<file path="src/hw/video_cfg.svh">
`ifndef VIDEO_CFG_SVH
`define VIDEO_CFG_SVH

// visible image
`define IMG_W      128
`define IMG_H      128

// clocks per line, lines per frame (short blanking for simulation)
`define H_TOTAL    160
`define V_TOTAL    136

// horizontal sync window in clocks, inclusive
`define HS_START   132
`define HS_END     143

// vertical sync window in lines, inclusive
`define VS_START   130
`define VS_END     131

`endif

</file>
<file path="src/hw/video_pkg.sv">
`include "video_cfg.svh"

package video_pkg;

   // line * IMG_W + column, one bit per plane at each address
   typedef logic [$clog2(`IMG_W * `IMG_H)-1:0] pix_addr_t;

   // horizontal or vertical count
   typedef logic [$clog2(`H_TOTAL)-1:0] coord_t;

   // red in bit 2, green in bit 1, blue in bit 0
   typedef logic [2:0] rgb_t;

   typedef enum logic [1:0] {
      st_idle,   // counters held at 0, host owns the memories
      st_scan,   // scanning frames
      st_drain   // enable dropped, finishing the current frame
   } ctrl_state_t;

endpackage

</file>
<file path="src/hw/display_ctrl.sv">
`timescale 1ns/1ps

module display_ctrl
   import video_pkg::*;
(
   input  logic      clk,
   input  logic      rst,
   input  logic      enable,
   input  logic      load_en,
   input  pix_addr_t load_addr,
   input  pix_addr_t pix_addr,
   input  logic      active,
   input  logic      in_vblank,
   input  logic      frame_end,
   output logic      run,
   output logic      load_ok,
   output logic      ram_we,
   output logic      ram_rd_en,
   output pix_addr_t ram_addr
);

   ctrl_state_t state;
   ctrl_state_t state_nxt;

   always_ff @(posedge clk) begin
      if (rst) begin
         state <= st_idle;
      end else begin
         state <= state_nxt;
      end
   end

   always_comb begin
      state_nxt = state;
      case (state)
         st_idle: begin
            if (enable) begin
               state_nxt = st_scan;
            end
         end
         st_scan: begin
            if (!enable) begin
               state_nxt = frame_end ? st_idle : st_drain;   // stop right away on the last clock
            end
         end
         st_drain: begin
            if (enable) begin
               state_nxt = st_scan;      // counters never stopped
            end else if (frame_end) begin
               state_nxt = st_idle;
            end
         end
         default: begin
            state_nxt = st_idle;
         end
      endcase
   end

   assign run = (state != st_idle);

   // host may write only when no visible pixel can be read
   assign load_ok = (state == st_idle) || in_vblank;

   // port sharing, a host write takes the address for its cycle
   assign ram_we    = load_en && load_ok;
   assign ram_rd_en = active;
   assign ram_addr  = ram_we ? load_addr : pix_addr;

endmodule

</file>
<file path="config.mk">
export PLATFORM = sky130hd
export DESIGN_NAME = display_ctrl
export DESIGN_NICKNAME = d
export VERILOG_FILES = /design/src/hw/video_pkg.sv /design/src/hw/display_ctrl.sv
export VERILOG_INCLUDE_DIRS = /design/src /design/src/hw
export SDC_FILE = /design/constraint.sdc
export NUM_CORES = 1
export LEC_CHECK = 0
export ABC_AREA = 0
export BUFFER_PORTS_ARGS = -buffer_cell sky130_fd_sc_hd__buf_2
export CAP_MARGIN = 20
export CORE_MARGIN = 2
export CORE_UTILIZATION = 24
export CTS_BUF_LIST = sky130_fd_sc_hd__clkbuf_16
export CTS_CLUSTER_DIAMETER = 80
export CTS_CLUSTER_SIZE = 20
export DETAILED_ROUTE_END_ITERATION = 6
export PLACE_DENSITY = 0.76
export SKIP_LAST_GASP = 1
export SYNTH_ARGS = -nofsm -noshare
export SYNTH_HDL_FRONTEND = slang
export SYNTH_SLANG_ARGS = --single-unit
</file>
<file path="constraint.sdc">
create_clock -name clk -period 1.1 [get_ports clk]
set_input_delay 0.165 -clock clk [delete_from_list [all_inputs] [get_ports clk]]
set_output_delay 0.165 -clock clk [all_outputs]
set_load 0.05 [all_outputs]
</file>
==> out/qor.txt <==
Leak pwr: 0.443 nW
WL/cell: 10.9 µm
Die extent in x: 40.8 µm
Cts hold-fix bufs: 0
Hpwl dp: 812 µm
First-pass DRT Iterations: 1
Share of cells above drive strength 1: 0.940
Register area share after synthesis: 0.123
Register bit total from synthesis: 2
Hold Path Class: in -> reg
Most common cell in the netlist: mux2_4
Clock Skew: 0.00237 ns
Via/cell ratio: 4.34
Core Rows: 13
Largest reg by FF count: state
Max incr delay on CP: 0.33 ns
Critical-path cell list: o21bai_4 > nand2_8 > mux2_4 > buf_6
Worst Path Arrival: 1.38 ns
Synth Net Count: 61
Met2 Wirelength: 671 µm
Top flop regs: state (2)
Cell taking the most area after synthesis: mux2_4
Design Power: 0.00112 W
Pre-CTS WS: -0.301 ns
Max_cap viols: 0
Via count: 425
Clock root buffer: clkbuf_16
Crit path capture type: primary output
Nets: 120
Max Slew Vio Count: 0
Hold WS: 0.105 ns
Clk buf depth: 2
Fmax: 646 MHz
TritonCTS clock tree: built
# clock sinks: 2
Die Y: 40.8 µm
Pwr dens: 1360 nW/µm²
GR Util All Layers: 0.103
Die footprint: 1670 µm²
Vias in the first global route: 303
Highest routed layer: met3
Final ANT Viol Nets: 0
Largest net degree at the start of global routing: 16
Clock H-tree levels: 1
# port buffers: 50
Routability cong.: 0.672
Overflow after GRT: 0
Least-Margin Pin Slew: 0.243 ns
Worst setup SP type: register
Worst R2R Path Depth: 4
Clk_lat worst skew: 0.22 ns
CP endpoint: ram_addr[10]
Area of placed instances: 583 µm²
Top cells by area, synth: mux2_4 42%, mux2_2 17%, dfxtp_1 12%
Status: complete, but fails checks
Synth warn: 0
Relative slew slack: 0.837
Ys async rst share: 0
Core area: 1280 µm²
Total CTS buffers: 3
Drt first-iter violations: 0
Syn-to-layout area delta: 152%
Top Ports: 53
Wire length on met1: 301 µm
Worst Setup SP: state[1]
Initial core utilization: 0.253
Critical Path RT: 0.94 ns
Hold Vio Cnt, Final: 0
Worst r2r dst: state[1]
Post-Syn Area: 325 µm²
Post-synth top cells: 9 x mux2_4, 5 x mux2_2, 2 x dfxtp_1, 2 x inv_1
Synthesized area per cell: 12.5 µm²
Antenna fix cells: 0
Post-synth top area share: 0.415
RR Startpoint: state[1]
Kind of critical path: reg -> out
Initial antenna violation count: 0
Final period utilization: 1.41
Final WL: 1.07 mm
Global-route wire length before repair: 1.10 mm
Peak VDD IR: 0.000974 V
Minimum clock period: 1.55 ns
Metal3 WL: 97 µm
Worst reg-to-reg setup slack: 0.13 ns
Worst path slowest cell: dfxtp_2
Number of synthesized flops with an enable pin: 0
# setup viols final: 17
Final instance area: 820 µm²
Failing checks: negative setup slack
Predominant post-synthesis flop cell: dfxtp_1
Crit path max fanout: 8
Max FFs per register: 2
Synth unique cells: 12
Setup WS post-layout: -0.447 ns
RSZ-0062 raised after global routing: true
DRC: 0
Clock transition at path regs: 0.03 ns
Gate Count Post-Synth: 26
timing repair:
item,in CTS,in global routing
setup endpoints to repair,17,17
buffers inserted,2,1
cloned,0,1
pin swaps,1,4
gates resized for setup,10,42
final cells by class:
cell class	count	area [µm²]
multi-input combinational	21	273
tap	15	18.8
clock buffer	3	75.1
sequential	2	42.5
inverter	2	7.51
timing repair buffer	55	403
fill	106	465
worst min path at each step:
| stage | to | startpoint | cells after the start |
|---|---|---|---|
| floorplan | state[0] | rst | 1 |
| global placement | state[1] | frame_end | 2 |
| detailed placement | ram_rd_en | active | 0 |
| CTS | state[1] | frame_end | 2 |
| global route | state[1] | frame_end | 2 |
| finish | state[1] | frame_end | 2 |
layer usage:
metal | vias to the layer above | track usage
met5 | - | 0
met4 | 0 | 0.0750
met3 | 0 | 0.0217
met2 | 28 | 0.207
met1 | 187 | 0.0836
li1 | 210 | -
through the flow:
stage	util	instances	setup TNS [ns]
floorplan	-	26	-5.77
global placement	0.454	91	-3.59
detailed placement	0.454	91	-3.93
CTS	0.551	96	-6.98
global route	0.638	98	-7.51
finish	0.638	98	-6.78
kinds of logic after synthesis:
| kind of cell | after synthesis | synth area share |
|---|---|---|
| muxes | 14 | 0.588 |
| buffers and inverters | 4 | 0.108 |
| and+or+nand+nor | 3 | 0.0731 |
| AOI/OAI and AO/OA | 2 | 0.0808 |
| DFF | 2 | 0.123 |
| xor gates and xnor gates | 1 | 0.0269 |
placed cells by master, fill, tap and decap left out:
cell and count:
mux2_2 5, nand2_4 1, xnor2_1 1, nand2_8 1, o21bai_4 1, buf_6 18, buf_2 34, or2_4 1
a211oi_1 1, dfxtp_2 2, nor4_1 1, buf_8 1, mux2_4 9, buf_4 2, clkbuf_16 3, inv_1 2
worst max-delay path: cells and delay by family (launching register included):
family          cells  cell delay (ns)
compound gates      1             0.24
buf+inv             1             0.15
flops               1             0.33
mux                 1             0.32
simple gates        1             0.12
report_power, final:
| part | internal [W] | switching [W] | leakage (nW) |
|---|---|---|---|
| Combinational | 0.000224 | 0.000272 | 0.389 |
| Clock | 0.000462 | 0.0000809 | 0.0370 |
| Sequential | 0.0000765 | 0.00000329 | 0.0172 |
No activity file was read; power rests on OpenSTA's default activity.
