**config.mk**
```make
export PLATFORM = sky130hd
export DESIGN_NAME = pixel_output
export DESIGN_NICKNAME = d
export VERILOG_FILES = /design/src/hw/video_pkg.sv /design/src/hw/pixel_output.sv
export VERILOG_INCLUDE_DIRS = /design/src /design/src/hw
export SDC_FILE = /design/constraint.sdc
export NUM_CORES = 1
export LEC_CHECK = 0
export ABC_AREA = 1
export BUFFER_PORTS_ARGS = -buffer_cell sky130_fd_sc_hd__buf_2
export CAP_MARGIN = 40
export CORE_AREA = 2 2 39 41
export CTS_BUF_LIST = sky130_fd_sc_hd__clkbuf_16
export DETAILED_ROUTE_END_ITERATION = 6
export DIE_AREA = 0 0 41 43
export GPL_TIMING_DRIVEN = 1
export PLACE_DENSITY = 0.5
export SLEW_MARGIN = 40
export SYNTH_ARGS = -nofsm -noshare
export SYNTH_HDL_FRONTEND = slang
export SYNTH_SLANG_ARGS = --single-unit
```
**constraint.sdc**
```tcl
create_clock -name clk -period 0.8 [get_ports clk]
set_clock_uncertainty 0.05 [all_clocks]
set_input_delay 0.16 -clock clk [delete_from_list [all_inputs] [get_ports clk]]
set_output_delay 0.16 -clock clk [all_outputs]
set_load 0.01 [all_outputs]
```
**src/hw/video_cfg.svh**
```systemverilog
`ifndef VIDEO_CFG_SVH
`define VIDEO_CFG_SVH

// visible image
`define IMG_W      128
`define IMG_H      128

// clocks per line, lines per frame (short blanking for simulation)
`define H_TOTAL    160
`define V_TOTAL    136

// horizontal sync window in clocks, inclusive
`define HS_START   132
`define HS_END     143

// vertical sync window in lines, inclusive
`define VS_START   130
`define VS_END     131

`endif

```
**src/hw/video_pkg.sv**
```systemverilog
`include "video_cfg.svh"

package video_pkg;

   // line * IMG_W + column, one bit per plane at each address
   typedef logic [$clog2(`IMG_W * `IMG_H)-1:0] pix_addr_t;

   // horizontal or vertical count
   typedef logic [$clog2(`H_TOTAL)-1:0] coord_t;

   // red in bit 2, green in bit 1, blue in bit 0
   typedef logic [2:0] rgb_t;

   typedef enum logic [1:0] {
      st_idle,   // counters held at 0, host owns the memories
      st_scan,   // scanning frames
      st_drain   // enable dropped, finishing the current frame
   } ctrl_state_t;

endpackage

```
**src/hw/pixel_output.sv**
```systemverilog
`timescale 1ns/1ps
`include "video_cfg.svh"

module pixel_output
   import video_pkg::*;
(
   input  logic clk,
   input  logic rst,
   input  rgb_t plane_rgb,
   input  logic raw_hsync,
   input  logic raw_vsync,
   input  logic active,
   output logic hsync,
   output logic vsync,
   output logic de,
   output rgb_t rgb
);

   logic hsync_d1;   // aligned with the memory read
   logic vsync_d1;
   logic active_d1;

   always_ff @(posedge clk) begin
      if (rst) begin
         hsync_d1  <= 1'b0;
         vsync_d1  <= 1'b0;
         active_d1 <= 1'b0;
      end else begin
         hsync_d1  <= raw_hsync;
         vsync_d1  <= raw_vsync;
         active_d1 <= active;
      end
   end

   // output register, plane data arrives together with active_d1
   always_ff @(posedge clk) begin
      if (rst) begin
         hsync <= 1'b0;
         vsync <= 1'b0;
         de    <= 1'b0;
         rgb   <= '0;
      end else begin
         hsync <= hsync_d1;
         vsync <= vsync_d1;
         de    <= active_d1;
         rgb   <= active_d1 ? plane_rgb : '0;   // black outside the image
      end
   end

endmodule

```
==> results of run 1 <==
final timing paths:
check | depth (start not counted) | endpoint | startpoint | slack (ps)
max | 1 | rgb[0] | rgb[0]$_SDFF_PP0_ | -60
min | 3 | active_d1$_SDFF_PP0_ | active | 80
max reg2reg | 2 | rgb[0]$_SDFF_PP0_ | active_d1$_SDFF_PP0_ | 200
min reg2reg | 2 | vsync$_SDFF_PP0_ | vsync_d1$_SDFF_PP0_ | 350
metrics by stage:
step           worst slack [ps]   util  cell area (µm²)  hold WS [ps]
4_1_cts                   -68.8  0.302              418          76.5
6_report                  -57.2  0.302              418          79.6
2_1_floorplan               244      -              254           181
3_5_place_dp                165  0.245              339           316
3_3_place_gp                174  0.245              339           320
5_1_grt                   -84.2  0.302              418          81.3
state kept, by name, indices dropped and copies added (netlist names):
register,cells
rgb,3
active_d1,1
de,1
hsync,1
hsync_d1,1
vsync,1
vsync_d1,1
layer usage:
| metal | share of wire | wire (µm) |
|---|---|---|
| met5 | 0 | 0 |
| met4 | 0 | 0 |
| met3 | 0.090 | 34 |
| met2 | 0.51 | 192 |
| met1 | 0.40 | 149 |
cell usage in the layout (no fill, tap or decap):
master / instances
inv_2: 1
dfxtp_1: 9
nor2_1: 8
inv_1: 10
nand2_2: 1
clkbuf_16: 3
buf_2: 13
cell type report:
class,count,area (µm²)
multi-input cells,9,36.3
inverters,10,37.5
fillers,139,966
clock inverters,1,3.75
well taps,16,20.0
flip-flops and latches,9,180
clock buffers,3,75.1
repair buffers,13,65.1
cells by family (layout without fill, tap and decap cells):
family / after synthesis / count (layout) / synth area share
buffers and inverters: 10 / 27 / 0.148
AND/OR/NAND/NOR: 9 / 9 / 0.143
flip-flops: 9 / 9 / 0.709
power breakdown:
part / internal, µW / switching, µW
Combinational: 26.1 / 26.3
Clock: 651 / 194
Sequential: 469 / 4.11
timing repair:
item,4_1_cts,5_1_grt
hold buffers,0,0
gates cloned,0,0
setup endpoints to repair,6,6
==> impl_metrics.csv, run 1 <==
group,metric,value,unit
route,first_pass_iters,1,
timing,max_freq,1170,MHz
critical_path,worstPathMaxFanout,1,
timing,fin_crit_sh,1.07,
timing,finalSetupViolations,6,
synthesis,syn_area_per_cell,9.07,µm²
synthesis,synth_edf_count,0,
power_and_ir_drop,powerDensity,3280,nW/µm²
cells_and_area,diodes,0,
route,wl,376,µm
clocking,clk_latency,230,ps
clocking,postCtsSetupRepairBufs,0,
critical_path,cp-start-kind,"flop",
floorplan,row_count,14,
place,gp_congestion,0.631,
global_route,grt_pass1_wl,614,µm
global_route,gr-usage-met3,0.0314,
synthesis,yosysWarningCount,0,
clocking,clock_path_buffers,2,
synthesis,async_flop_share,0,
clocking,cts_buffers,3,
synthesis,synth_top_cell_area_share,0.709,
critical_path,slowest_stage,"dfxtp_1",
timing,maxSlewViolCount,0,
route,vias,188,
cells_and_area,area_growth,64.5,%
global_route,grt_pass1_vias,177,
critical_path,cpPeakStageDelay,300,ps
synthesis,ys_seq_area_frac,0.709,
cells_and_area,drive_above_1_share,0.400,
timing,fin_tns_setup,-310,ps
power_and_ir_drop,power.leakage,0.000245,µW
timing,fin_crit,857,ps
clocking,cts.clk_slew.worst_paths,40,ps
synthesis,synth_cell_type_count,5,
global_route,grt_usage,0.0594,
status,violations,"negative setup slack",
floorplan,dieWidth,41,µm
hold_path,hold_class,"primary input to flop",
critical_path,crit_arrival,650,ps
job,drv_cap,0,
synthesis,yosys.area.top_type,"dfxtp_1",
floorplan,start_util,0.184,
critical_path,cp_num_buf_inv,1,
route,drtIter0Drc,0,
synthesis,synthCells,28,
place,dp.cells,57,
place,port_buffers,13,
global_route,busiest_layer,"met4",
place,post-dp-hpwl,275,µm
global_route,grt_max_degree,7,
clocking,cts_tree,"done",
floorplan,die_h,43,µm
floorplan,ioPinCount,14,
floorplan,core_area,1380,µm²
global_route,grtUsageMet2,0.0781,
global_route,grt-ovfl-total,0,
global_route,antenna_found_initial,0,
global_route,use_met1,0.0519,
cells_and_area,layout.nets,54,
timing,relSlewSlack,0.928,
clocking,cts_root_buf,"clkbuf_16",
power_and_ir_drop,power,1370,µW
timing,hold_viol_final,0,
synthesis,ys.flop_type,"dfxtp_1",
clocking,clock-sinks,9,
critical_path,crit_chain,"buf_2",
status,status,"finished, violations left",
power_and_ir_drop,ir_drop,0.000988,V
synthesis,syn-num-nets,36,
cells_and_area,fin_cells,61,
critical_path,cp_data_required_time,590,ps
route,vias_per_cell,3.08,
synthesis,netlist_top_cells_area,"dfxtp_1 (71%), inv_1 (13%), nor2_1 (12%)",
route,ant_nets,0,
synthesis,netlist_area,254,µm²
clocking,ctsHtreeMaxLevel,1,
synthesis,ys_seq_elements,9,
critical_path,crit_family,"flip-flops",
synthesis,synth_commonest_cells,"dfxtp_1 (9), inv_1 (9), nor2_1 (8), inv_2 (1), nand2_2 (1)",
route,wire_per_inst,6.16,µm
timing,fin_ws,-57.2,ps
timing,worst-slew-pin-transition,108,ps
route,route.detailed.drc,0,
timing,rsz0062_at_grt,"true",
critical_path,criticalPathCategory,"flop to output port",
clocking,cts_resized,0,
critical_path,critPathCaptureType,"output port",
floorplan,die-area,1760,µm²
(Power assumes the default switching activity.)
==> inputs of run 2 (changes only) <==
--- a/config.mk
+++ b/config.mk
@@ -6,15 +6,16 @@
 export SDC_FILE = /design/constraint.sdc
 export NUM_CORES = 1
 export LEC_CHECK = 0
-export ABC_AREA = 1
+export ABC_AREA = 0
 export BUFFER_PORTS_ARGS = -buffer_cell sky130_fd_sc_hd__buf_2
 export CAP_MARGIN = 40
 export CORE_AREA = 2 2 39 41
 export CTS_BUF_LIST = sky130_fd_sc_hd__clkbuf_16
+export CTS_CLUSTER_SIZE = 20
 export DETAILED_ROUTE_END_ITERATION = 6
 export DIE_AREA = 0 0 41 43
 export GPL_TIMING_DRIVEN = 1
-export PLACE_DENSITY = 0.5
+export PLACE_DENSITY = 0.51
 export SLEW_MARGIN = 40
 export SYNTH_ARGS = -nofsm -noshare
 export SYNTH_HDL_FRONTEND = slang
==> run 2 against run 1 <==
Compared with the run above: the run still ends with negative setup slack left; sequential power hardly changed; final area grew 5.7%; clock power hardly changed; synthesized area grew 3.4%; total power rose by 0.62%; synthesized cell count shrank 36%; final cell count is 16% lower; utilization rose by 1.7 points; combinational power grew 9.1%.
==> impl_metrics.csv, run 2 <==
group,metric,value,unit
global_route,grt_pass1_vias,173,
floorplan,start_util,0.190,
floorplan,ioPinCount,14,
global_route,grt_usage,0.0656,
synthesis,async_flop_share,0,
synthesis,yosys.area.top_type,"dfxtp_1",
synthesis,yosysWarningCount,0,
job,drv_cap,0,
synthesis,ys.flop_type,"dfxtp_1",
clocking,postCtsSetupRepairBufs,0,
synthesis,synth_commonest_cells,"dfxtp_1 (9), and2b_2 (6), and3b_2 (3)",
route,wl,436,µm
cells_and_area,layout.nets,44,
clocking,postCtsHoldBufs,0,
timing,max_freq,1170,MHz
global_route,antenna_found_initial,0,
cells_and_area,nFillCells,145,
timing,worst-slew-pin-transition,104,ps
route,drtIter0Drc,0,
place,gp_congestion,0.560,
critical_path,cp_num_buf_inv,1,
timing,relSlewSlack,0.930,
route,route.detailed.drc,0,
cells_and_area,fin_util,0.319,
power_and_ir_drop,ir_drop,0.00137,V
cells_and_area,diodes,0,
global_route,grt-ovfl-total,0,
floorplan,die-area,1760,µm²
critical_path,cpPeakStageDelay,310,ps
route,first_pass_iters,1,
global_route,grt_pass1_wl,669,µm
hold_path,hold_class,"primary input to flop",
cells_and_area,largest_register_ffs,3,
route,ant_nets,0,
status,status,"finished, violations left",
critical_path,crit_chain,"buf_6",
critical_path,cp_data_required_time,590,ps
synthesis,ys_seq_elements,9,
status,violations,"negative setup slack",
timing,maxSlewViolCount,0,
route,wire_per_inst,8.55,µm
place,port_buffers,13,
clocking,clock-sinks,9,
route,vias,185,
cells_and_area,drive_above_1_share,0.771,
synthesis,ys_seq_area_frac,0.686,
route,vias_per_cell,3.63,
synthesis,netlist_area,263,µm²
synthesis,synthCells,18,
timing,hold_viol_final,0,
timing,finalSetupViolations,6,
floorplan,core_area,1380,µm²
power_and_ir_drop,power.leakage,0.000230,µW
clocking,cts_tree,"done",
clocking,clk_latency,230,ps
floorplan,dieWidth,41,µm
clocking,cts.clk_slew.worst_paths,40,ps
critical_path,worstPathMaxFanout,1,
critical_path,critPathCaptureType,"output port",
cells_and_area,area_growth,68.1,%
floorplan,row_count,14,
synthesis,syn-num-nets,26,
global_route,grt_max_degree,10,
clocking,cts_buffers,3,
synthesis,netlist_top_cells_area,"dfxtp_1 (69%), and2b_2 (20%), and3b_2 (11%)",
critical_path,criticalPathCategory,"flop to output port",
timing,fin_ws,-57.7,ps
cells_and_area,largest-register,"rgb",
timing,fin_crit_sh,1.07,
critical_path,cp-start-kind,"flop",
synthesis,synth_cell_type_count,3,
timing,rsz0062_at_grt,"true",
clocking,ctsHtreeMaxLevel,1,
timing,fin_tns_setup,-317,ps
synthesis,synth_top_cell_area_share,0.686,
clocking,clock_path_buffers,2,
synthesis,synth_most_common_cell,"dfxtp_1",
synthesis,syn_area_per_cell,14.6,µm²
clocking,cts_root_buf,"clkbuf_16",
power_and_ir_drop,powerDensity,3120,nW/µm²
critical_path,crit_arrival,650,ps
timing,fin_crit,858,ps
cells_and_area,final_cell_mix,"buf_2 (11), dfxtp_1 (7), and2b_2 (6)",
critical_path,crit_family,"flip-flops",
synthesis,synth_edf_count,0,
cells_and_area,final_common_cell,"buf_2",
critical_path,slowest_stage,"dfxtp_2",
floorplan,die_h,43,µm
-- run 2: cell type report --
cell class / count / area [µm²] / area share
Multi-Input combinational cell: 9 / 82.6 / 0.187
Sequential cell: 9 / 183 / 0.414
Clock inverter: 1 / 3.75 / 0.00850
Timing Repair Buffer: 13 / 77.6 / 0.176
Clock buffer: 3 / 75.1 / 0.170
Tap cell: 16 / 20.0 / 0.0453
-- run 2: where the power goes --
| group | internal (µW) | switching [µW] |
|---|---|---|
| Sequential | 470 | 5.46 |
| Combinational | 38.0 | 19.3 |
| Clock | 651 | 196 |
-- run 2: what timing repair did --
action / CTS / global route
endpoints found under the hold margin: 0 / 0
gates cloned: 0 / 0
gates resized for setup: 2 / 2
setup endpoints to repair: 6 / 6
-- run 2: per-layer routing --
metal,global-route usage,share of wire
met5,0,0
met4,0.0800,0.057
met3,0.0471,0.19
met2,0.0750,0.33
met1,0.0654,0.42
-- run 2: final timing paths --
| check | slack (ps) | endpoint | cells past startpoint | startpoint |
|---|---|---|---|---|
| worst max-delay path | -60 | rgb[0] | 1 | rgb[0]$_SDFF_PP0_ |
| worst min-delay path | 100 | active_d1$_SDFF_PP0_ | 2 | active |
| worst max register to register | 140 | rgb[0]$_SDFF_PP0_ | 1 | active_d1$_SDFF_PP0_ |
| worst min register to register | 390 | vsync$_SDFF_PP0_ | 1 | vsync_d1$_SDFF_PP0_ |
-- run 2: kinds of logic (layout without fill, tap and decap cells) --
| kind of cell | Yosys count | count (layout) | share of synthesized area |
|---|---|---|---|
| flops | 9 | 9 | 0.686 |
| simple gates | 9 | 9 | 0.314 |
| buf+inv | 0 | 17 | 0 |
-- run 2: stage by stage --
| step | instances | power, µW | instance area, µm² | hold WS (ps) | setup WS (ps) |
|---|---|---|---|---|---|
| after floorplan | 18 | 505 | 263 | 252 | 166 |
| final | 51 | 1380 | 442 | 102 | -57.7 |
| after CTS | 51 | 1400 | 434 | 100 | -67.2 |
| after global placement | 47 | 534 | 348 | 333 | 127 |
| after global routing | 51 | 1430 | 442 | 104 | -78.2 |
| after detailed placement | 47 | 536 | 348 | 338 | 104 |
