[src/hw/video_cfg.svh]
`ifndef VIDEO_CFG_SVH
`define VIDEO_CFG_SVH

// visible image
`define IMG_W      128
`define IMG_H      128

// clocks per line, lines per frame (short blanking for simulation)
`define H_TOTAL    160
`define V_TOTAL    136

// horizontal sync window in clocks, inclusive
`define HS_START   132
`define HS_END     143

// vertical sync window in lines, inclusive
`define VS_START   130
`define VS_END     131

`endif

[src/hw/video_pkg.sv]
`include "video_cfg.svh"

package video_pkg;

   // line * IMG_W + column, one bit per plane at each address
   typedef logic [$clog2(`IMG_W * `IMG_H)-1:0] pix_addr_t;

   // horizontal or vertical count
   typedef logic [$clog2(`H_TOTAL)-1:0] coord_t;

   // red in bit 2, green in bit 1, blue in bit 0
   typedef logic [2:0] rgb_t;

   typedef enum logic [1:0] {
      st_idle,   // counters held at 0, host owns the memories
      st_scan,   // scanning frames
      st_drain   // enable dropped, finishing the current frame
   } ctrl_state_t;

endpackage

[src/hw/scan_timing.sv]
`timescale 1ns/1ps
`include "video_cfg.svh"

module scan_timing
   import video_pkg::*;
(
   input  logic      clk,
   input  logic      rst,
   input  logic      run,
   output pix_addr_t pix_addr,
   output logic      active,
   output logic      in_vblank,
   output logic      frame_end,
   output logic      raw_hsync,
   output logic      raw_vsync
);

   localparam coord_t H_LAST = coord_t'(`H_TOTAL - 1);
   localparam coord_t V_LAST = coord_t'(`V_TOTAL - 1);
   localparam coord_t H_VIS  = coord_t'(`IMG_W);
   localparam coord_t V_VIS  = coord_t'(`IMG_H);
   localparam coord_t HS_ON  = coord_t'(`HS_START);
   localparam coord_t HS_OFF = coord_t'(`HS_END);
   localparam coord_t VS_ON  = coord_t'(`VS_START);
   localparam coord_t VS_OFF = coord_t'(`VS_END);

   localparam int COL_BITS = $clog2(`IMG_W);
   localparam int ROW_BITS = $clog2(`IMG_H);

   coord_t h_cnt;        // clock within line
   coord_t v_cnt;        // line within frame
   logic   line_end;
   logic   last_line;

   assign line_end  = (h_cnt == H_LAST);
   assign last_line = (v_cnt == V_LAST);

   // counters sit at 0 whenever the controller is idle
   always_ff @(posedge clk) begin
      if (rst || !run) begin
         h_cnt <= '0;
         v_cnt <= '0;
      end else if (line_end) begin
         h_cnt <= '0;
         if (last_line) begin
            v_cnt <= '0;
         end else begin
            v_cnt <= v_cnt + coord_t'(1);
         end
      end else begin
         h_cnt <= h_cnt + coord_t'(1);
      end
   end

   // (0,0) is inside the image, so gate with run or idle would look visible
   assign active    = run && (h_cnt < H_VIS) && (v_cnt < V_VIS);
   assign in_vblank = (v_cnt >= V_VIS);
   assign frame_end = run && line_end && last_line;   // last clock of the frame

   assign raw_hsync = (h_cnt >= HS_ON) && (h_cnt <= HS_OFF);
   assign raw_vsync = (v_cnt >= VS_ON) && (v_cnt <= VS_OFF);

   // row and column packed, only meaningful while active
   assign pix_addr = {v_cnt[ROW_BITS-1:0], h_cnt[COL_BITS-1:0]};

endmodule

[config.mk]
export PLATFORM = sky130hd
export DESIGN_NAME = scan_timing
export DESIGN_NICKNAME = d
export VERILOG_FILES = /design/src/hw/video_pkg.sv /design/src/hw/scan_timing.sv
export VERILOG_INCLUDE_DIRS = /design/src /design/src/hw
export SDC_FILE = /design/constraint.sdc
export NUM_CORES = 1
export LEC_CHECK = 0
export ABC_AREA = 1
export BUFFER_PORTS_ARGS = -buffer_cell sky130_fd_sc_hd__buf_2
export CORE_AREA = 2 2 56 58
export DETAILED_ROUTE_END_ITERATION = 7
export DIE_AREA = 0 0 58 60
export GPL_ROUTABILITY_DRIVEN = 0
export PLACE_DENSITY = 0.64
export SYNTH_ARGS = -nofsm -noshare
export SYNTH_HDL_FRONTEND = slang
export SYNTH_SLANG_ARGS = --single-unit
[constraint.sdc]
create_clock -name clk -period 2.1 [get_ports clk]
set_input_delay 0.315 -clock clk [delete_from_list [all_inputs] [get_ports clk]]
set_output_delay 0.315 -clock clk [all_outputs]
set_load 0.1 [all_outputs]
==> impl_metrics.yaml, run 1 <==
cells_and_area:
  stdcell_area_um2: 1080
  antenna_cells: 0
  layout_commonest_cell: "nand2_1"
  area_delta_synth_final_pct: 9.83
  final_cell_mix: "nand2_1, inv_1, buf_2"
  drive_above_1_share_pct: 24.0
  fin_nets: 163
setup_path:
  cp-endpoint: "frame_end"
  crit_path_start_kind: "flip-flop"
  worst-r2r-setup-slack_ns: 0.59
  r2r-end: "h_cnt[4]"
  crit_fanout: 6
  cp-end-kind: "output port"
  critical_path.max_stage_delay_ns: 0.41
  worstRegToRegCells: 6
  reg2reg_from: "h_cnt[0]"
  cp_cell_sequence: "ha_1 > nand3_4 > nor2_4 > nand2_1 > nor2_2 > buf_12"
  startpoint: "h_cnt[0]"
  required_ns: 1.78
  setup.worst_path.class: "flip-flop to output port"
  crit_path_top_delay_cell: "dfxtp_1"
  cp.arrival_ns: 1.62
route:
  drcViolationCount: 0
  dr_total_vias: 869
  wl_um: 1880
  wl_per_cell_um: 10.1
  drtAntennaViolNets: 0
  drtIter0Drc: 32
  viasPerCell: 4.65
  first_pass_iters: 4
timing:
  final-setup-viol-count: 0
  hold_violations: 0
  rsz0062_at_grt: "no"
  slew_headroom_pct: 67.6
  skew_ns: 0.00864
  min_period_ns: 1.94
  period_share_pct: 92.3
  finalSetupTns_ns: 0
  max_freq_mhz: 516
  tightest_slew_ns: 0.489
  drv_slew: 0
floorplan:
  die_h_um: 60
  rows: 20
  io_pins: 22
  coreArea_um2: 2900
  start_util_pct: 33.8
  dieArea_um2: 3480
  die_w_um: 58
global_route:
  grt_usage_pct: 12.3
  grt_pass1_wl_um: 3260
  first_global_vias: 800
  overflow: 0
  grt_antenna_before_repair: 0
  grt_max_degree: 12
clock_tree:
  cts_resized: 0
  clk_latency_ns: 0.29
  cts_root_buf: "clkbuf_4"
  ctsHoldBuffers: 0
  post-cts-setup-buffers: 0
  h-tree-depth: 1
  cts_buffers: 3
  clk_pin_slew_ns: 0.08
  cts_tree: "built"
  ctsLongestPathBuffers: 2
  cts.sinks: 16
logic_synthesis:
  syn_nets: 151
  synth_area_um2: 980
  yosysWarnings: 0
  yosysUniqueCellTypes: 22
  syn_inst: 144
  synth_seq_area_share_pct: 32.7
  syn_area_per_cell_um2: 6.80
  synth.ff_latch_count: 16
power_and_ir_drop:
  p_leak_uw: 0.000446
  p_per_area_nw_per_um2: 472
  p_int_uw: 379
  ir_drop_v: 0.000303
  power_frac_seq_pct: 60.6
  finalPower_uw: 507
  comb_power_share_pct: 7.8
  p_sw_share_pct: 25.2
  p_clk_share_pct: 31.6
  p_sw_uw: 128
hold_path:
  hold_start: "rst"
  hold_path.class: "input port to flip-flop"
placement:
  io_buffers: 21
  placed_area_um2: 1050
  dp_hpwl_um: 1510
outcome:
  outcome: "completed"
job:
  maxCapViolCount: 0
## synthesized netlist by cell type (all sizes together)
library cell	n	area, um^2
clkbuf	1	3.75
ha	4	50.1
nand4	2	12.5
o21ai	3	15.0
inv	21	78.8
buf	15	116
a21oi	9	45.0
nor3b	1	7.51
nor4	1	6.26
nand2	34	130
nand3	13	77.6
dfxtp	16	320
nor2	20	90.1
xor2	1	8.76
nor3	2	10.0
nand3b	1	7.51
## worst min path at each step
stage	to	cells past startpoint
after detailed placement	h_cnt[0]	1
after floorplan	h_cnt[0]	1
after global placement	h_cnt[0]	1
after global routing	h_cnt[2]	5
after CTS	h_cnt[2]	5
final	h_cnt[2]	5
## worst max-delay path: cells and delay by family (launching register included)
kind	cells	cell delay (ns)
flip-flops	1	0.41
AND/OR/NAND/NOR	4	0.47
adder cells (fa/ha/maj)	1	0.26
buffers and inverters	1	0.19
## state kept, by name, summed over array words and instances, names as in the netlist
signal and flops:
h_cnt 8, v_cnt 8
## per-layer routing
metal  wire, um  vias up  GRT usage (%)
met5          0        -              0
met4         46        0           5.65
met3         96        8           4.76
met2        892       24           20.9
met1        846      382           13.4
li1           -      455              -
## through the flow
stage / setup slack [ns] / instances / util [%] / hold slack (ns)
final: 0.161 / 187 / 37.1 / 0.413
after global routing: 0.0569 / 187 / 37.1 / 0.426
after CTS: 0.123 / 187 / 37.1 / 0.398
after detailed placement: 0.479 / 184 / 36.3 / 0.487
after global placement: 0.519 / 184 / 36.3 / 0.465
after floorplan: -0.395 / 144 / - / 0.452
## area by class of cell
type                            instances  area (um^2)
Fill cell                             310         1830
Tap cell                               33         41.3
Timing Repair Buffer                   23          135
Inverter                               21         78.8
Clock buffer                            3         22.5
Multi-Input combinational cell         91          478
Sequential cell                        16          320
## power groups by stage
stage	sequential [uW]	combinational [uW]	clock, uW
3_3_place_gp	314	40.1	0
3_5_place_dp	315	40.3	0
6_report	307	39.8	160
2_1_floorplan	314	34.0	0
4_1_cts	308	40.4	172
5_1_grt	308	42.9	185
## cell families (layout without fill, tap and decap cells)
| kind of cell | Yosys count | after routing | share of synthesized area [%] |
|---|---|---|---|
| AND/OR/NAND/NOR | 74 | 74 | 34.9 |
| XOR/XNOR | 1 | 1 | 0.894 |
| adder cells (fa/ha/maj) | 4 | 4 | 5.11 |
| flip-flops | 16 | 16 | 32.7 |
| AO/OA/AOI/OAI | 12 | 12 | 6.13 |
| buffers and inverters | 37 | 47 | 20.3 |
No activity file was read; power rests on OpenSTA's default activity.
==> inputs of run 2 (changes only) <==
--- a/config.mk
+++ b/config.mk
@@ -6,13 +6,14 @@
 export SDC_FILE = /design/constraint.sdc
 export NUM_CORES = 1
 export LEC_CHECK = 0
-export ABC_AREA = 1
 export BUFFER_PORTS_ARGS = -buffer_cell sky130_fd_sc_hd__buf_2
-export CORE_AREA = 2 2 56 58
+export CELL_PAD_IN_SITES_DETAIL_PLACEMENT = 1
+export CELL_PAD_IN_SITES_GLOBAL_PLACEMENT = 1
+export CORE_AREA = 2 2 54 56
 export DETAILED_ROUTE_END_ITERATION = 7
-export DIE_AREA = 0 0 58 60
+export DIE_AREA = 0 0 56 58
 export GPL_ROUTABILITY_DRIVEN = 0
-export PLACE_DENSITY = 0.64
+export PLACE_DENSITY = 0.79
 export SYNTH_ARGS = -nofsm -noshare
 export SYNTH_HDL_FRONTEND = slang
 export SYNTH_SLANG_ARGS = --single-unit
==> impl_metrics.yaml, run 2 <==
clock_tree:
  ctsLongestPathBuffers: 2
  cts_root_buf: "clkbuf_4"
  cts_tree: "built"
  cts_buffers: 3
  clk_pin_slew_ns: 0.10
  ctsHoldBuffers: 0
  post-cts-setup-buffers: 0
  cts.sinks: 16
  h-tree-depth: 1
  clk_latency_ns: 0.29
logic_synthesis:
  ys.flop_type: "dfxtp_1"
  yosysWarnings: 0
  synthArstFlopShare_pct: 0
  synth_fa_ha_area_share_pct: 5.61
  synth_edf_count: 0
  synth_area_um2: 892
  yosys.area_share.simple_pct: 29.6
  syn_area_per_cell_um2: 8.42
  yosysUniqueCellTypes: 23
  ys_top_cells_by_count: "dfxtp_1, nor2_1, buf_4, nand2_1, xor2_1"
  synth.ff_latch_count: 16
  synth_xor_area_share_pct: 11.8
  synth_compound_area_share_pct: 1.96
  synth_top_family_by_area: "simple AND/OR/NAND/NOR gates"
  netlist.area_leader.share_pct: 35.9
  syn_inst: 106
  syn_nets: 113
  synth_seq_area_share_pct: 35.9
  synth.largest_area_cell: "dfxtp_1"
  synth_mux_area_share_pct: 0
  synthTopCellsByArea: "dfxtp_1, buf_4, xor2_1"
cells_and_area:
  antenna_cells: 0
  final_cell_mix: "buf_2, nor2_1, dfxtp_1"
  area_delta_synth_final_pct: 15.8
  reg_top3: "h_cnt (8), v_cnt (8)"
  layout_commonest_cell: "buf_2"
  fill_cells: 336
  fin_nets: 126
  stdcell_area_um2: 1030
  instances_no_fill: 148
  drive_above_1_share_pct: 31.6
floorplan:
  dieArea_um2: 3250
  coreArea_um2: 2660
  die_h_um: 58
  io_pins: 22
  die_w_um: 56
  start_util_pct: 33.5
  rows: 19
power_and_ir_drop:
  finalPower_uw: 517
  p_leak_uw: 0.000433
  p_per_area_nw_per_um2: 500
  ir_drop_v: 0.000291
setup_path:
  critical_path.max_stage_delay_ns: 0.39
  crit_path_start_kind: "flip-flop"
  reg2reg_from: "h_cnt[0]"
  cp_cell_sequence: "nor4_2 > nand3_1 > nor3_4 > buf_12"
  setup.worst_path.class: "flip-flop to output port"
  cp.arrival_ns: 1.69
  crit_fanout: 6
  required_ns: 1.78
  startpoint: "v_cnt[3]"
  crit_path_top_delay_cell: "dfxtp_1"
  path_buf_inv: 1
  critPathTopFamily: "simple AND/OR/NAND/NOR gates"
  cp-end-kind: "output port"
global_route:
  first_global_vias: 769
  grt_max_degree: 9
  grt_antenna_before_repair: 0
  overflow: 0
  grt_pass1_wl_um: 3590
  grt_usage_pct: 14.1
timing:
  min_period_ns: 2.00
  final-setup-viol-count: 0
  hold_violations: 0
  rsz0062_at_grt: "no"
  holdWs_ns: 0.362
  tightest_slew_ns: 0.494
  slew_headroom_pct: 67.3
  period_share_pct: 95.4
  drv_slew: 0
  max_freq_mhz: 499
  skew_ns: 0.00781
  finalSetupTns_ns: 0
route:
  wl_um: 2090
  drtIter0Drc: 2
  dr_total_vias: 744
  viasPerCell: 5.03
  drcViolationCount: 0
  drtAntennaViolNets: 0
  first_pass_iters: 3
  wl_per_cell_um: 14.1
placement:
  placed_area_um2: 983
  io_buffers: 21
  dp.cells: 145
  dp_hpwl_um: 1600
outcome:
  outcome: "completed"
hold_path:
  hold_path.class: "input port to flip-flop"
  hold_start: "rst"
job:
  maxCapViolCount: 0
-- run 2: cell types whose count changed in the layout (fill, tap and decap cells not counted), sizes merged, moves of 6 or more --
cell	previous run	this run
nand2	34	9
xor2	1	8
a21oi	9	1
nand3	13	7
inv	21	5
-- run 2: path summary, 6_finish.rpt --
check / depth (start not counted) / to / slack, ns
worst max-delay path: 4 / frame_end / 0.1
worst min-delay path: 4 / v_cnt[4] / 0.36
worst max register to register: 5 / v_cnt[4] / 0.45
worst min register to register: 1 / h_cnt[0] / 0.49
-- run 2: metal layers --
metal | GRT usage (%) | share of wire (%) | vias to the layer above
met1 | 16.9 | 44 | 362
li1 | - | - | 361
met2 | 25.5 | 51 | 21
met3 | 4.91 | 5.3 | 0
met4 | 1.02 | 0 | 0
met5 | 0 | 0 | -
-- run 2: timing repair --
action | 4_1_cts | 5_1_grt
pin swaps | 0 | 1
setup endpoints to repair | 2 | 1
resized for setup | 4 | 3
-- run 2: per-stage QoR --
step	utilization [%]	setup slack, ns
after floorplan	-	-0.461
after global placement	36.9	0.356
after detailed placement	36.9	0.259
after CTS	38.2	0.0196
after global routing	38.8	0.0217
final	38.8	0.0969
-- run 2: power by group --
group | switching [uW] | leakage (uW) | total [uW] | internal (uW)
Sequential | 3.08 | 0.000130 | 309 | 305
Clock | 102 | 0.0000138 | 169 | 66.6
Combinational | 31.9 | 0.000289 | 39.4 | 7.44
-- run 2: final cells by class --
type                       count  area (um^2)  share of cell area (%)
clock buffer                   3         22.5                    2.18
sequential                    16          323                    31.2
timing repair buffer          24          145                    14.0
multi-input combinational     69          485                    47.0
tap                           31         38.8                    3.75
inverter                       5         18.8                    1.82
-- run 2: kinds of logic (layout without fill, tap and decap cells) --
family          count (synthesis)  count (layout)
buf+inv                        21              32
fa+ha+maj                       4               4
compound gates                  3               3
simple gates                   50              50
xor+xnor                       12              12
flops                          16              16
-- run 2: tightest hold or removal path: stages --
cell,delay (ns)
buf_2,0.08
nor2_1,0.07
o211ai_1,0.10
nand2_1,0.05
==> inputs of run 3 (changes only) <==
--- a/config.mk
+++ b/config.mk
@@ -9,11 +9,11 @@
 export BUFFER_PORTS_ARGS = -buffer_cell sky130_fd_sc_hd__buf_2
 export CELL_PAD_IN_SITES_DETAIL_PLACEMENT = 1
 export CELL_PAD_IN_SITES_GLOBAL_PLACEMENT = 1
-export CORE_AREA = 2 2 54 56
+export CORE_AREA = 2 2 51 53
 export DETAILED_ROUTE_END_ITERATION = 7
-export DIE_AREA = 0 0 56 58
+export DIE_AREA = 0 0 53 55
 export GPL_ROUTABILITY_DRIVEN = 0
-export PLACE_DENSITY = 0.79
+export PLACE_DENSITY = 0.87
 export SYNTH_ARGS = -nofsm -noshare
 export SYNTH_HDL_FRONTEND = slang
 export SYNTH_SLANG_ARGS = --single-unit
==> impl_metrics.yaml, run 3 (synthesis gave the netlist of run 2 again) <==
power_and_ir_drop:
  p_sw_share_pct: 24.9
  p_per_area_nw_per_um2: 491
  p_clk_share_pct: 31.1
  p_sw_uw: 126
  comb_power_share_pct: 7.9
  p_leak_uw: 0.000435
  p_int_uw: 379
  ir_drop_v: 0.000283
  power_frac_seq_pct: 61.0
placement:
  io_buffers: 21
  place_ws_ns: 0.304
  placed_area_um2: 982
  dp_hpwl_um: 1670
clock_tree:
  cts_buffers: 3
  post-cts-setup-buffers: 0
  h-tree-depth: 1
  cts.sinks: 16
  cts_root_buf: "clkbuf_4"
  cts_tree: "built"
  clk_pin_slew_ns: 0.08
  clk_latency_ns: 0.28
  ctsLongestPathBuffers: 2
cells_and_area:
  stdcell_area_um2: 1030
  reg_top3: "h_cnt (8), v_cnt (8)"
  drive_above_1_share_pct: 30.8
  fin_nets: 126
  area_delta_synth_final_pct: 15.4
  fill_cells: 299
  layout_commonest_cell: "buf_2"
  antenna_cells: 0
  final_cell_mix: "buf_2, nor2_1, dfxtp_1"
timing:
  final-setup-viol-count: 0
  skew_ns: 0.000866
  tightest_slew_ns: 0.492
  finalSetupTns_ns: 0
  period_share_pct: 96.1
  max_freq_mhz: 496
  slew_headroom_pct: 67.4
  setup_ws_ns: 0.0824
  drv_slew: 0
  hold_violations: 0
  min_period_ns: 2.02
global_route:
  overflow: 0
  grt_max_degree: 9
  first_global_vias: 775
  grt_usage_pct: 16.2
  grt_antenna_before_repair: 0
  grt_pass1_wl_um: 3410
setup_path:
  crit_path_start_kind: "flip-flop"
  required_ns: 1.78
  cp.arrival_ns: 1.70
  setup.worst_path.class: "flip-flop to output port"
  crit_fanout: 6
  cp-end-kind: "output port"
route:
  drcViolationCount: 0
  drtAntennaViolNets: 0
  dr_total_vias: 730
  wl_per_cell_um: 14.3
  wl_um: 2100
  first_pass_iters: 2
  viasPerCell: 4.97
  drtIter0Drc: 3
job:
  maxCapViolCount: 0
floorplan:
  dieArea_um2: 2920
  die_w_um: 53
  die_h_um: 55
  io_pins: 22
  rows: 18
  coreArea_um2: 2360
  start_util_pct: 37.7
hold_path:
  hold_path.class: "input port to flip-flop"
outcome:
  outcome: "completed"
==> run 3: cell count changes in the layout (fill, tap and decap cells not counted), sizes merged <==
cell / before / now
buf: 24 / 23
clkbuf: 3 / 4
==> run 3: final timing paths <==
check                                  to      from  slack, ns  depth (start not counted)
worst min-delay path             v_cnt[4]       rst       0.41                          4
worst max-delay path            frame_end  h_cnt[0]       0.08                          5
worst min register to register   h_cnt[0]  h_cnt[0]       0.47                          1
worst max register to register   v_cnt[4]  h_cnt[0]       0.44                          5
==> run 3: what timing repair did <==
item / 4_1_cts / 5_1_grt
pin swaps: 0 / 0
endpoints found under the setup margin: 1 / 2
hold buffers: 0 / 0
resized for setup: 1 / 5
==> run 3: layout make-up <==
type | instances | area, um^2 | share of cell area (%)
multi-input combinational | 69 | 483 | 46.9
sequential | 16 | 323 | 31.3
timing repair buffer | 24 | 145 | 14.1
tap | 30 | 37.5 | 3.65
clock buffer | 3 | 22.5 | 2.19
inverter | 5 | 18.8 | 1.82
==> run 3: layer usage <==
metal  wire length, um  global-route usage, %
met1               822                   16.4
met2              1130                   32.3
met3               117                   3.76
met4                35                   5.56
met5                 0                      0
==> run 3: worst max-delay path, stage by stage, from the launching register on <==
cell     delay, ns
dfxtp_2       0.38
ha_1          0.21
and4_1        0.29
nand3_4       0.13
nor3_4        0.21
buf_12        0.20
==> run 3: power by group through the flow <==
stage / logic (uW) / registers [uW] / clock network (uW)
6_report: 40.1 / 308 / 157
5_1_grt: 42.8 / 309 / 178
4_1_cts: 40.2 / 308 / 164
3_5_place_dp: 40.0 / 315 / 0
3_3_place_gp: 38.8 / 314 / 0
2_1_floorplan: 32.5 / 314 / 0
==> run 3: metrics by stage <==
stage | utilization (%) | cells | hold slack (ns) | power, uW
floorplan | - | 106 | 0.452 | 347
global placement | 41.5 | 144 | 0.465 | 353
detailed placement | 41.5 | 144 | 0.500 | 355
CTS | 42.5 | 147 | 0.396 | 512
global route | 43.5 | 147 | 0.446 | 529
finish | 43.5 | 147 | 0.411 | 505
